`src/logic/ls_pkg.sv`:
```
// load/store unit shared definitions
// widths, instruction id type and the access encodings
// used by the unit, its sub-units and the testbench

package ls_pkg;

    ////////////////////////////////////////////////////////////////////////////
    // widths

    // data and address width
    localparam int XLEN = 32;

    // instruction id width
    localparam int ID_W = 4;

    typedef logic [ID_W-1:0] id_t;

    ////////////////////////////////////////////////////////////////////////////
    // access encodings

    // low two bits of fn3
    typedef enum logic [1:0] {
        size_byte = 2'b00,
        size_half = 2'b01,
        size_word = 2'b10
    } ls_size_e;

    // riscv load/store fn3
    // stores only use fn_b, fn_h and fn_w
    typedef enum logic [2:0] {
        fn_b  = 3'b000,
        fn_h  = 3'b001,
        fn_w  = 3'b010,
        fn_bu = 3'b100,
        fn_hu = 3'b101
    } ls_fn3_e;

    ////////////////////////////////////////////////////////////////////////////
    // sub-unit select

    // scratch below the scratch limit, bus above
    typedef enum logic {
        unit_scratch = 1'b0,
        unit_bus     = 1'b1
    } subunit_e;

endpackage

```
`src/logic/bus_port.sv`:
```
// external bus port sub-unit
// req/ack master, one transaction at a time, request captured
// into registers and held until the ack

`timescale 1ns/1ps

module bus_port (
    input  logic                    clk,
    input  logic                    rst,
    input  logic                    new_request,
    input  logic                    we,
    input  logic [ls_pkg::XLEN-1:0] addr,
    input  logic [ls_pkg::XLEN-1:0] wdata,
    input  logic [3:0]              be,
    output logic                    unit_ready,
    output logic                    data_valid,
    output logic [ls_pkg::XLEN-1:0] rdata,
    output logic                    store_ack,
    output logic                    bus_req,
    output logic                    bus_we,
    output logic [ls_pkg::XLEN-1:0] bus_addr,
    output logic [ls_pkg::XLEN-1:0] bus_wdata,
    output logic [3:0]              bus_be,
    input  logic                    bus_ack,
    input  logic [ls_pkg::XLEN-1:0] bus_rdata
);

    typedef enum logic {
        st_idle,
        st_wait
    } bus_state_e;

    bus_state_e state;

    ////////////////////////////////////////////////////////////////////////////
    // control FSM

    always_ff @(posedge clk) begin
        if (rst) begin
            state      <= st_idle;
            data_valid <= 1'b0;
            store_ack  <= 1'b0;
        end else begin
            // completion pulses, one cycle after the ack
            data_valid <= (state == st_wait) && bus_ack && !bus_we;
            store_ack  <= (state == st_wait) && bus_ack && bus_we;
            case (state)
                st_idle: if (new_request) state <= st_wait;
                st_wait: if (bus_ack) state <= st_idle;
                default: state <= st_idle;
            endcase
        end
    end

    ////////////////////////////////////////////////////////////////////////////
    // request and response registers

    // fields held stable while req is high
    always_ff @(posedge clk) begin
        if (state == st_idle && new_request) begin
            bus_we    <= we;
            bus_addr  <= {addr[ls_pkg::XLEN-1:2], 2'b00};
            bus_wdata <= wdata;
            bus_be    <= be;
        end
        // read data only valid in the ack cycle
        if (state == st_wait && bus_ack && !bus_we)
            rdata <= bus_rdata;
    end

    assign bus_req    = (state == st_wait);
    assign unit_ready = (state == st_idle);

endmodule

```
`config.mk`:
```
export PLATFORM = sky130hd
export DESIGN_NAME = bus_port
export DESIGN_NICKNAME = d
export VERILOG_FILES = /design/src/logic/ls_pkg.sv /design/src/logic/bus_port.sv
export SDC_FILE = /design/constraint.sdc
export NUM_CORES = 1
export LEC_CHECK = 0
export BUFFER_PORTS_ARGS = -buffer_cell sky130_fd_sc_hd__buf_2
export CAP_MARGIN = 10
export CORE_UTILIZATION = 44
export DETAILED_ROUTE_END_ITERATION = 10
export PLACE_DENSITY = 0.9
export SYNTH_ARGS = -nofsm -noshare
export SYNTH_HDL_FRONTEND = slang
export SYNTH_SLANG_ARGS = --single-unit
```
`constraint.sdc`:
```
create_clock -name clk -period 11.1 [get_ports clk]
set_clock_uncertainty 0.05 [all_clocks]
set_input_delay 1.665 -clock clk [delete_from_list [all_inputs] [get_ports clk]]
set_output_delay 1.665 -clock clk [all_outputs]
set_load 0.01 [all_outputs]
```
==> impl_metrics.py <==
metrics = {
    "layout": {
        "mostFrequentLayoutCell": "buf_2",
        "drive_above_1_share": 0.6746,
        "mostFrequentLayoutCells": "buf_2 (205), edfxtp_1 (99), clkbuf_8 (9)",
        "design_area_um2": 4529,
        "postLayoutCoreUtil": 0.6667,
        "areaGrowthSynthToFinish_pct": 45.73,
        "fin_nets": 435,
        "insertedDiodeCount": 0,
        "nFillCells": 462,
    },
    "critical_path": {
        "worstSetupStartpointType": "input pin",
        "cp_data_arrival_time_ps": 2880,
        "path_class": "in -> reg",
        "required_ps": 11040,
        "crit_path_end_kind": "register",
        "crit_fanout": 47,
    },
    "place": {
        "port_buffers": 205,
        "dpl-instance-area_um2": 4268,
        "dp_hpwl_um": 5092,
        "gp_congestion": 0.7812,
    },
    "cts": {
        "clk_latency_ps": 350,
        "clk_pin_slew_ps": 90,
        "clock-sinks": 102,
        "htreeDepth": 3,
        "ctsResizeCount": 0,
        "numCtsBuffers": 9,
        "clk_path_buf_depth": 2,
        "cts_tree": "done",
        "cts_setup_buffers": 0,
        "hold_buffers": 0,
        "root_buffer": "clkbuf_8",
    },
    "sta": {
        "slew_headroom": 0.5959,
        "drv_slew": 0,
        "setup-tns-final_ps": 0,
        "finalHoldViolCount": 0,
        "worst_pin_slew_ps": 604.8,
        "fmax_mhz": 340.0,
        "setup_violations": 0,
        "rsz0062_at_grt": "false",
        "timing.final.crit_share": 0.2649,
        "min_period_ps": 2941,
    },
    "power": {
        "leakage_nw": 1.945,
        "p_sw_frac": 0.1896,
        "power_density_nw_per_um2": 174.6,
        "p_seq_frac": 0.567,
        "share_comb_of_total_power": 0.069,
        "total_power_mw": 0.7910,
        "ir_drop_uv": 101.9,
        "power.clock.fraction": 0.364,
        "p_switching_mw": 0.1500,
        "cellInternalPower_mw": 0.6410,
    },
    "detailed_routing": {
        "drtPass1Iterations": 4,
        "drc": 0,
        "routed_via_density": 4.413,
        "wire_per_inst_um": 15.23,
        "ant_nets": 0,
        "drtIter0Drc": 56,
        "drt-total-wl_um": 6566,
        "vias": 1902,
    },
    "synth": {
        "seq_area_frac_synth": 0.9758,
        "ys_warn_count": 0,
        "syn_area_um2": 3108,
        "avgSynthCellArea_um2": 27.50,
        "synth_cells": 113,
        "yosys.cell_types.count": 11,
        "ys_ff_latch": 102,
    },
    "floorplanning": {
        "die_w_um": 86.05,
        "dieArea_um2": 7404,
        "coreArea_um2": 6794,
        "rows": 30,
        "initial_core_util": 0.4575,
        "ios": 210,
        "die_height_um": 86.05,
    },
    "flow_run": {
        "max-cap-violations": 0,
    },
    "global_route": {
        "antenna_found_initial": 0,
        "grt_max_degree": 48,
        "grt-ovfl-total": 0,
        "grt_pass1_wl_um": 9239,
        "grt_usage": 0.1773,
        "grt_pass1_vias": 2003,
    },
    "outcome": {
        "outcome": "completed",
    },
    "min_path": {
        "hold_path_class": "reg -> reg",
    },
}
worst paths after layout:
check | depth (start not counted) | endpoint | start | slack [ps]
worst max register to register | 2 | bus_we$_DFFE_PP_ | bus_req$_SDFF_PP0_ | 9180
worst min register to register | 1 | data_valid$_SDFF_PP0_ | bus_we$_DFFE_PP_ | 480
worst max-delay path | 3 | bus_we$_DFFE_PP_ | new_request | 8160
worst min-delay path | 1 | data_valid$_SDFF_PP0_ | bus_we$_DFFE_PP_ | 480
synthesized netlist by cell type (all sizes together):
cell | count | area (um2)
dfxtp | 3 | 60.06
nor3 | 1 | 10.01
nand2 | 1 | 3.750
o21ba | 1 | 10.01
nor3b | 1 | 12.51
conb | 1 | 3.750
nor2 | 1 | 3.750
nor2b | 2 | 12.51
inv | 1 | 3.750
buf | 2 | 15.01
edfxtp | 99 | 2973
cell families after synthesis:
logic type / share of synthesized area
and+or+nand+nor: 0.01368
AOI/OAI and AO/OA: 0.003221
buffers and inverters: 0.006036
other: 0.001207
DFF: 0.9758
worst max-delay path, stage by stage:
cell	delay, ps
buf_2	80
nor2b_4	520
buf_4	600
stage by stage:
| stage | hold slack (ps) | std cells | setup WS, ps |
|---|---|---|---|
| 2_1_floorplan | 471.2 | 114 | 5910 |
| 3_3_place_gp | 447.7 | 415 | 7819 |
| 6_report | 478.8 | 431 | 8159 |
| 3_5_place_dp | 475.5 | 415 | 7762 |
| 4_1_cts | 480.5 | 431 | 8146 |
| 5_1_grt | 501.5 | 431 | 8094 |
registers in the layout, indices dropped and copies added, names as in the netlist:
name	count
bus_addr	30
bus_be	4
bus_req	1
bus_wdata	32
bus_we	1
data_valid	1
rdata	32
store_ack	1
power by group through the flow:
| stage | Sequential (mW) | Clock [mW] | Combinational (mW) |
|---|---|---|---|
| CTS | 0.449 | 0.295 | 0.0552 |
| floorplan | 0.469 | 0 | 0.00776 |
| global route | 0.451 | 0.308 | 0.0586 |
| detailed placement | 0.457 | 0 | 0.0552 |
| global placement | 0.456 | 0 | 0.0529 |
| finish | 0.449 | 0.288 | 0.0542 |
final cells by class:
| cell class | count | area (um2) | share of cell area |
|---|---|---|---|
| multi-input cells | 9 | 70.07 | 0.01547 |
| well taps | 96 | 120.1 | 0.02652 |
| repair buffers | 207 | 1041 | 0.2298 |
| clock buffers | 10 | 127.6 | 0.02818 |
| clock inverters | 6 | 133.9 | 0.02956 |
| inverters | 1 | 3.754 | 0.0008287 |
| flip-flops and latches | 102 | 3033 | 0.6696 |
layer usage:
metal	track usage	wire [um]	vias up
li1	-	-	875
met1	0.1589	2066	873
met2	0.3160	3375	137
met3	0.08855	914	17
met4	0.1061	210	0
met5	0	0	-
(Power assumes the default switching activity.)
