## config.mk

```make
export PLATFORM = sky130hd
export DESIGN_NAME = load_attr_fifo
export DESIGN_NICKNAME = d
export VERILOG_FILES = /design/src/logic/load_attr_fifo.sv
export SDC_FILE = /design/constraint.sdc
export NUM_CORES = 1
export LEC_CHECK = 0
export ABC_AREA = 1
export BUFFER_PORTS_ARGS = -buffer_cell sky130_fd_sc_hd__buf_2
export CAP_MARGIN = 20
export CORE_MARGIN = 1
export CORE_UTILIZATION = 57
export CTS_BUF_LIST = sky130_fd_sc_hd__clkbuf_8
export DETAILED_ROUTE_END_ITERATION = 7
export GPL_ROUTABILITY_DRIVEN = 0
export HOLD_SLACK_MARGIN = 0.05
export PLACE_DENSITY = 0.85
export SYNTH_ARGS = -nofsm -noshare
export SYNTH_HDL_FRONTEND = slang
export SYNTH_SLANG_ARGS = --single-unit
```

## constraint.sdc

```tcl
create_clock -name clk -period 2.59 [get_ports clk]
set_input_delay 0.1295 -clock clk [delete_from_list [all_inputs] [get_ports clk]]
set_output_delay 0.1295 -clock clk [all_outputs]
set_load 0.01 [all_outputs]
```

## src/logic/load_attr_fifo.sv

```systemverilog
// load attribute FIFO
// small synchronous circular buffer for in-flight load attributes,
// oldest entry always shown on data_out

`timescale 1ns/1ps

module load_attr_fifo #(
    parameter int DEPTH = 2,
    parameter int WIDTH = 8
) (
    input  logic             clk,
    input  logic             rst,
    input  logic             push,
    input  logic             pop,
    input  logic [WIDTH-1:0] data_in,
    output logic [WIDTH-1:0] data_out,
    output logic             valid,
    output logic             full
);

    localparam int PTR_W = (DEPTH > 1) ? $clog2(DEPTH) : 1;
    localparam int CNT_W = $clog2(DEPTH + 1);

    logic [WIDTH-1:0] mem [DEPTH];
    logic [PTR_W-1:0] rd_ptr;
    logic [PTR_W-1:0] wr_ptr;
    logic [CNT_W-1:0] count;

    // storage, no reset needed on payload
    always_ff @(posedge clk) begin
        if (push)
            mem[wr_ptr] <= data_in;
    end

    // pointers wrap at DEPTH, so non power of two depths work too
    always_ff @(posedge clk) begin
        if (rst) begin
            rd_ptr <= '0;
            wr_ptr <= '0;
            count  <= '0;
        end else begin
            if (push)
                wr_ptr <= (wr_ptr == PTR_W'(DEPTH - 1)) ? '0 : wr_ptr + 1'b1;
            if (pop)
                rd_ptr <= (rd_ptr == PTR_W'(DEPTH - 1)) ? '0 : rd_ptr + 1'b1;
            // push with pop keeps occupancy
            if (push && !pop)
                count <= count + 1'b1;
            else if (pop && !push)
                count <= count - 1'b1;
        end
    end

    assign data_out = mem[rd_ptr];
    assign valid    = (count != '0);
    assign full     = (count == CNT_W'(DEPTH));

endmodule

```

==> key figures, run 1 <==
Floorplanning
  • I/O pin total: 22
  • Placeable Area: 1334 µm²
  • Initial Util: 63.04%
  • Die H: 40.41 µm
  • Die width: 40.41 µm
  • Die Area: 1633 µm²
  • Row cnt: 13

GRT
  • Initial antenna violation count: 0
  • Vias in the first global route: 458
  • GRT Total Usage: 17.67%
  • Largest net degree at the start of global routing: 12
  • GRT met1 Usage: 18.68%
  • First-pass GRT wire length: 1759 µm
  • Met3 Use GR: 3.333%
  • GRT busiest layer: met2
  • Grt total ovfl: 0
  • GR Util met2: 29.37%

Timing
  • RSZ-0062 raised after global routing: no
  • Min Tclk post-route: 1.492 ns
  • Final Max Slew Viols: 0
  • Tcrit/Tclk final: 57.60%
  • Worst Tran Pin Value: 0.6440 ns
  • Final setup viols: 0
  • Max Clk Rate: 670.3 MHz
  • Setup_tns: 0 ns
  • Hold Violations, Final: 0
  • Setup Skew: 0.0007590 ns
  • Worst slew margin: 56.91%
  • Setup ws final: 1.098 ns

Yosys
  • Commonest cells post-synth: edfxtp_1 (16), inv_1 (8), mux2_4 (8)
  • Synthesized netlist cell count: 58
  • Top-count cell post-synth: edfxtp_1
  • Top FF cell, synth: edfxtp_1
  • Netlist Area Pre-Place: 840.8 µm²
  • Avg Cell Area, Syn: 14.50 µm²
  • Number of synthesized flops with an enable pin: 16
  • Ys async rst share: 0%
  • Share of the synthesized area in the top cell type: 57.14%
  • Sequential share of the synthesized area: 69.05%
  • Yosys warnings: 0
  • Synthesized Nets: 71
  • Synth top area cells: edfxtp_1 (57%), mux2_4 (14%), dfxtp_1 (12%), inv_1 (3.6%), nor2_1 (2.7%)
  • Dominant cell type by area after synthesis: edfxtp_1
  • Seq cells post-synth: 21
  • Yosys cell types: 16

Clock tree
  • Clock sink count: 21
  • Hold Buf Count CTS: 0
  • Clock transition at path regs: 0.07 ns
  • Post-cts resize count: 0
  • CTS tree: built
  • Clock root cell: clkbuf_8
  • TritonCTS Buffers: 3
  • Worst skew pair latency: 0.25 ns
  • Setup bufs post-CTS: 0
  • Maximum root-to-sink buffer count: 2
  • CTS H-tree lvls: 1

Setup path
  • CP Cell Sequence: mux2_4 -> buf_2
  • Crit end category: output pin
  • Worst reg2reg path depth: 1
  • CP startpoint kind: register
  • Worst flop-to-flop path startpoint: wr_ptr$_SDFFE_PP0P_
  • Worst Path Max Fanout: 8
  • CP Buf/Inv Count: 1
  • Slowest stage delay, CP: 0.63 ns
  • Reg-to-reg slack, setup: 1.39 ns
  • Critical path's slowest cell: dfxtp_1
  • Critical Path RT: 2.46 ns
  • Largest delay contributor family on the critical path: flip-flops
  • FF-to-FF End: mem[0][6]$_DFFE_PP_
  • Crit Path Category: reg -> out
  • Crit path DAT: 1.36 ns

Final layout
  • Layout Nets: 96
  • N_diodes: 0
  • Synthesis-to-layout area growth: 18.75%
  • Post-Layout Inst Area: 998.5 µm²
  • Share of cells above drive strength 1: 41.46%

Power and ir drop
  • P_int: 539.3 µW
  • Sw frac: 21.43%
  • NetSw: 147.1 µW
  • Reg power frac: 58.2%
  • Power per cell area: 687.4 nW/µm²
  • Clock power frac: 28.4%
  • Combinational Power Share: 13.5%
  • Worst vdd ir: 0.4884 mV
  • Pleak: 0.0004530 µW

Placed design
  • I/O Buffers: 21
  • DP Worst Slack: 1.354 ns
  • Area after DPL: 953.4 µm²
  • DPL Wire Length: 967 µm

Worst hold path
  • Min-Delay Endpoint: mem[1][4]$_DFFE_PP_
  • Hold Path Origin: data_in[4]
  • Hold Crit Class: in -> reg
  • Worst Hold Depth: 1

Drt
  • Vias/cell: 5.082
  • Drc violations: 0
  • Starting DRT DRC Count: 10
  • Vias: 493
  • Antenna Nets Post-Route: 0
  • Wire per inst: 12.46 µm
  • Drt pass-1 iters: 4
  • Post-Route WL: 1209 µm

Flow run
  • Max-cap viol count: 0

Outcome
  • Status: finished, final reports clean
==> cell type report <==
| type | instances | area [µm²] |
|---|---|---|
| clock buffer | 3 | 41.29 |
| clock inverter | 1 | 3.754 |
| fill | 95 | 335.3 |
| inverter | 9 | 33.78 |
| multi-input combinational | 27 | 215.2 |
| sequential | 21 | 580.6 |
| tap | 15 | 18.77 |
| timing repair buffer | 21 | 105.1 |
==> sequential cells by signal (all words and copies together), names as in the netlist, named ones only <==
register,cells
rd_ptr,1
mem,16
wr_ptr,1
count,2
==> cells by family after synthesis <==
group | Yosys count | share of synthesized area, %
simple gates | 15 | 7.589
flops | 21 | 69.05
fa+ha+maj | 1 | 1.488
mux | 8 | 14.29
buf+inv | 10 | 5.357
xor+xnor | 1 | 1.042
compound gates | 2 | 1.189
==> how the worst max path moves through the flow <==
stage                                    from                   to  slack, ns  cells after the start
after floorplan           wr_ptr$_SDFFE_PP0P_  mem[0][0]$_DFFE_PP_       1.53                      1
after global placement               register          data_out[7]       1.37                      2
after detailed placement             register          data_out[7]       1.35                      2
after CTS                            register          data_out[7]       1.08                      2
after global routing                 register          data_out[2]       1.05                      2
final                                register          data_out[7]       1.10                      2
==> power groups by stage <==
stage          logic, µW  clock network (µW)  registers (µW)
4_1_cts             93.7                 195             400
3_5_place_dp        93.4                   0             407
3_3_place_gp        89.3                   0             406
5_1_grt              103                 214             401
6_report            92.4                 195             399
2_1_floorplan       68.5                   0             399
==> routing by layer <==
layer | routed length, µm | vias to the layer above | part of all wire, %
li1 | - | 247 | -
met2 | 651 | 19 | 54
met4 | 29 | 0 | 2.4
met5 | 0 | - | 0
met3 | 57 | 4 | 4.7
met1 | 471 | 223 | 39
==> metrics by stage <==
step | cells | util (%) | hold WS [ns] | total power (µW)
6_report | 97 | 74.86 | 0.06875 | 686.4
5_1_grt | 97 | 74.86 | 0.06306 | 717.7
4_1_cts | 97 | 74.86 | 0.06711 | 688.2
3_5_place_dp | 93 | 71.48 | 0.3224 | 500.8
3_3_place_gp | 93 | 71.48 | 0.3179 | 494.9
2_1_floorplan | 58 | - | 0.2019 | 467.4
==> placed cells by master (no fill, tap or decap) <==
cell and instances:
a21oi_1 1, buf_2 21, clkbuf_8 3, dfxtp_1 5, edfxtp_1 16, ha_1 1, inv_1 9, inv_2 1
mux2_4 8, nand2_1 5, nand2_2 1, nand3_1 1, nand4_1 1, nor2_1 6, nor3_1 1, o21ai_0 1
xnor2_1 1
Power figures use the tool's default switching activity.
==> inputs of run 2 (changes only) <==
- CORE_UTILIZATION: 57 -> 53
- PLACE_DENSITY: 0.85 -> 0.8
- clock period: 2.59 -> 1.5 ns (I/O delays scaled with it)
==> key figures, run 2 (synthesized netlist as in run 1, its figures left out) <==
Drt
  • Starting DRT DRC Count: 8
  • Drt pass-1 iters: 3
  • Antenna Nets Post-Route: 0
  • Post-Route WL: 1249 µm
  • Vias: 506
  • Wire per inst: 11.56 µm
  • Drc violations: 0
  • Vias/cell: 4.685

Setup path
  • FF-to-FF End: mem[1][4]$_DFFE_PP_
  • Worst flop-to-flop path startpoint: wr_ptr$_SDFFE_PP0P_
  • Worst Path Max Fanout: 8
  • Crit end category: output pin
  • Critical Path RT: 1.42 ns
  • Reg-to-reg slack, setup: 0.51 ns
  • Crit path DAT: 1.21 ns
  • Crit Path Category: reg -> out
  • CP startpoint kind: register
  • Worst reg2reg path depth: 2

Clock tree
  • Clock root cell: clkbuf_8
  • Worst skew pair latency: 0.25 ns
  • CTS H-tree lvls: 1
  • TritonCTS Buffers: 3
  • Maximum root-to-sink buffer count: 2
  • CTS tree: built
  • Clock transition at path regs: 0.07 ns
  • Clock sink count: 21

Floorplanning
  • Die Area: 1750 µm²
  • Row cnt: 14
  • Placeable Area: 1489 µm²
  • Die width: 41.83 µm
  • Die H: 41.83 µm
  • Initial Util: 56.47%
  • I/O pin total: 22

Final layout
  • Registers with the most flip-flops: mem (16), count (2)
  • Finished Layout Cells: 108
  • Max reg flops: 16
  • Share of cells above drive strength 1: 39.13%
  • Most frequent cells in the layout: buf_2 (21), edfxtp_1 (16), inv_1 (9), dlygate4sd3_1 (9), mux2_4 (8)
  • N_diodes: 0
  • Reg with most FFs: mem
  • Layout Nets: 106
  • Post-Layout Inst Area: 1099 µm²
  • Synthesis-to-layout area growth: 30.65%
  • Commonest non-fill, non-tap cell in the layout: buf_2

Outcome
  • Status: finished, final reports clean

Placed design
  • Area after DPL: 962.2 µm²
  • DP Worst Slack: 0.3148 ns
  • DPL Wire Length: 856.4 µm
  • Dpl cells: 95
  • I/O Buffers: 21

Worst hold path
  • Hold Crit Class: in -> reg
  • Hold Path Origin: pop
  • Worst Hold Depth: 3

Timing
  • Setup_tns: 0 ns
  • Hold Violations, Final: 0
  • RSZ-0062 raised after global routing: no
  • Worst slew margin: 77.18%
  • Tcrit/Tclk final: 85.35%
  • Min Tclk post-route: 1.280 ns
  • Setup Skew: 0.0008916 ns
  • Final setup viols: 0
  • Final Max Slew Viols: 0
  • Worst Tran Pin Value: 0.3419 ns
  • Setup ws final: 0.2197 ns
  • Max Clk Rate: 781.1 MHz

Power and ir drop
  • Final Power: 1215 µW
  • Pleak: 0.0004958 µW
  • Reg power frac: 56.7%
  • NetSw: 266.2 µW
  • Worst vdd ir: 0.8017 mV
  • Combinational Power Share: 14.8%
  • P_int: 949.0 µW
  • Power per cell area: 1106 nW/µm²
  • Sw frac: 21.91%
  • Clock power frac: 28.4%

GRT
  • GRT Total Usage: 16.78%
  • Vias in the first global route: 533
  • Initial antenna violation count: 0
  • Largest net degree at the start of global routing: 12
  • First-pass GRT wire length: 2214 µm
  • Grt total ovfl: 0

Flow run
  • Max-cap viol count: 0
-- run 2: changes by cell type in the layout (fill, tap and decap cells not counted) --
cell / change
dfxtp_1: -1
dlygate4sd3_1: +9
dfxtp_2: +1
buf_4: +1
-- run 2: per-stage QoR --
| stage | utilization, % | hold slack (ns) |
|---|---|---|
| 6_report | 73.78 | 0.1118 |
| 5_1_grt | 73.78 | 0.1406 |
| 4_1_cts | 73.70 | 0.1050 |
| 3_5_place_dp | 64.62 | 0.2670 |
| 3_3_place_gp | 64.62 | 0.2627 |
| 2_1_floorplan | - | 0.1474 |
-- run 2: final cells by class --
cell class	instances	area, µm²
clock inverters	1	3.754
well taps	16	20.02
clock buffers	3	41.29
repair buffers	31	202.7
flip-flops and latches	21	581.8
fillers	91	390.4
inverters	9	33.78
multi-input cells	27	215.2
-- run 2: how the worst max path moves through the flow --
stage | startpoint | endpoint | slack (ns) | cells after the start
floorplan | wr_ptr$_SDFFE_PP0P_ | mem[0][0]$_DFFE_PP_ | 0.44 | 1
global placement | register | data_out[0] | 0.34 | 2
detailed placement | register | data_out[7] | 0.31 | 2
CTS | register | data_out[7] | 0.03 | 2
global route | register | data_out[7] | 0.16 | 2
finish | register | data_out[7] | 0.22 | 2
-- run 2: power by group through the flow --
stage	clock network, µW	logic [µW]	registers, µW
global placement	0	157	700
floorplan	0	118	689
global route	382	198	694
CTS	356	180	690
detailed placement	0	163	703
finish	346	180	689
-- run 2: worst max-delay path, stage by stage (launching register included) --
cell     delay [ns]
dfxtp_2        0.49
mux2_4         0.33
buf_2          0.14
-- run 2: what timing repair did --
| item | 4_1_cts | 5_1_grt |
|---|---|---|
| buffers inserted | 0 | 0 |
| hold buffers | 9 | 0 |
| endpoints found under the hold margin | 19 | 0 |
| resized for setup | 0 | 1 |
| endpoints found under the setup margin | 0 | 8 |
-- run 2: metal layers --
layer,part of all wire [%],vias to the layer above,track usage (%)
met4,1.1,0,7.742
met5,0,-,0
met3,3.9,2,2.609
met2,49,14,29.38
met1,46,225,20.12
li1,-,265,-
==> inputs of run 3 (changes only) <==
==> constraint.sdc (replaced) <==
create_clock -name clk -period 1.5 [get_ports clk]
set_input_delay 0.3 -clock clk [delete_from_list [all_inputs] [get_ports clk]]
set_output_delay 0.3 -clock clk [all_outputs]
set_load 0.01 [all_outputs]
==> key figures, run 3 (synthesized netlist as in run 1, its figures left out) <==
Timing
  • Setup Skew: 0.001652 ns
  • Hold Violations, Final: 0
  • Worst Tran Pin Value: 0.3523 ns
  • Min Tclk post-route: 1.458 ns
  • Final Max Slew Viols: 0
  • Max Clk Rate: 686.0 MHz
  • Tcrit/Tclk final: 97.19%
  • Worst slew margin: 76.49%
  • Final setup viols: 0

Final layout
  • Most frequent cells in the layout: buf_2 (18), edfxtp_1 (16), inv_1 (9)
  • Post-Layout Inst Area: 1042 µm²
  • Registers with the most flip-flops: mem (16), count (2)
  • Share of cells above drive strength 1: 44.05%
  • Synthesis-to-layout area growth: 23.96%
  • Layout Nets: 98
  • Reg with most FFs: mem
  • Commonest non-fill, non-tap cell in the layout: buf_2
  • N_diodes: 0
  • Max reg flops: 16

Setup path
  • Critical Path RT: 1.20 ns
  • Crit Path Category: reg -> out
  • Crit end category: output pin
  • Worst Path Max Fanout: 8
  • Slowest stage delay, CP: 0.33 ns
  • Critical path's slowest cell: dfxtp_2
  • CP startpoint kind: register
  • CP Cell Sequence: buf_8 -> mux2_4 -> buf_2
  • Crit path DAT: 1.16 ns

Clock tree
  • Setup bufs post-CTS: 0
  • Maximum root-to-sink buffer count: 2
  • TritonCTS Buffers: 3
  • CTS H-tree lvls: 1
  • Clock sink count: 21
  • CTS tree: built
  • Clock root cell: clkbuf_8
  • Clock transition at path regs: 0.07 ns
  • Worst skew pair latency: 0.25 ns

Drt
  • Vias/cell: 4.890
  • Drc violations: 0
  • Vias: 489
  • Antenna Nets Post-Route: 0
  • Post-Route WL: 1156 µm
  • Drt pass-1 iters: 4
  • Wire per inst: 11.56 µm
  • Starting DRT DRC Count: 5

Power and ir drop
  • Sw frac: 21.97%
  • NetSw: 267.5 µW
  • Power per cell area: 1168 nW/µm²
  • Worst vdd ir: 0.6152 mV
  • P_int: 950.1 µW
  • Clock power frac: 28.5%
  • Final Power: 1218 µW
  • Pleak: 0.0004719 µW
  • Combinational Power Share: 15.6%
  • Reg power frac: 55.9%

Floorplanning
  • Die H: 41.83 µm
  • Die width: 41.83 µm
  • Row cnt: 14
  • Die Area: 1750 µm²
  • Placeable Area: 1489 µm²
  • I/O pin total: 22
  • Initial Util: 56.47%

GRT
  • Vias in the first global route: 496
  • Initial antenna violation count: 0
  • Largest net degree at the start of global routing: 12
  • Grt total ovfl: 0
  • GRT Total Usage: 16.32%
  • First-pass GRT wire length: 2159 µm

Placed design
  • Area after DPL: 969.7 µm²
  • DPL Wire Length: 865.7 µm
  • I/O Buffers: 21

Outcome
  • Status: finished, final reports clean

Flow run
  • Max-cap viol count: 0

Worst hold path
  • Hold Crit Class: in -> reg
## run 3: cell count changes in the layout (fill, tap and decap cells not counted)
cell,delta
buf_2,-3
buf_6,+3
dlygate4sd3_1,-9
buf_8,+1
## run 3: metal layers
metal	wire length, µm	global-route usage [%]	up-vias
met3	60	3.478	2
li1	-	-	250
met4	14	7.742	0
met5	0	0	-
met1	557	21.07	219
met2	525	26.25	18
## run 3: timing repair
action                                 in CTS  in global routing
setup endpoints to repair                   8                  8
gates cloned                                0                  0
endpoints found under the hold margin       0                  0
hold buffers                                0                  0
resized for setup                           1                  5
## run 3: through the flow
| stage | utilization, % | hold WS (ns) | worst slack [ns] | TNS (ns) | cells |
|---|---|---|---|---|---|
| floorplan | - | 0.3724 | 0.4403 | 0 | 58 |
| global placement | 65.13 | 0.4877 | 0.2791 | 0 | 96 |
| detailed placement | 65.13 | 0.4920 | 0.2709 | 0 | 96 |
| CTS | 68.40 | 0.2304 | 0.01197 | 0 | 100 |
| global route | 70.00 | 0.2284 | -0.005682 | -0.007848 | 100 |
| finish | 70.00 | 0.2348 | 0.04219 | 0 | 100 |
## run 3: area by class of cell
| class | count | area, µm² |
|---|---|---|
| Sequential cell | 21 | 581.8 |
| Fill cell | 106 | 446.7 |
| Multi-Input combinational cell | 27 | 215.2 |
| Timing Repair Buffer | 23 | 146.4 |
| Clock buffer | 3 | 41.29 |
| Inverter | 9 | 33.78 |
| Tap cell | 16 | 20.02 |
| Clock inverter | 1 | 3.754 |
## run 3: path summary, 6_finish.rpt
path	startpoint	to	slack (ns)	cells past startpoint
max	register	data_out[0]	0.04	3
max reg2reg	wr_ptr$_SDFFE_PP0P_	mem[1][2]$_DFFE_PP_	0.49	2
min reg2reg	wr_ptr$_SDFFE_PP0P_	wr_ptr$_SDFFE_PP0P_	0.52	2
min	data_in[2]	mem[1][2]$_DFFE_PP_	0.23	1
## run 3: critical path: cells and delay by family, from the launching register on
kind	cells	cell delay, ns
flip-flops	1	0.33
multiplexers	1	0.30
buffers and inverters	2	0.28
## run 3: power groups by stage
stage               combinational [µW]  sequential (µW)  clock (µW)
floorplan                          118              689           0
global placement                   172              690           0
detailed placement                 178              692           0
CTS                                180              679         357
global route                       211              684         383
finish                             191              680         347
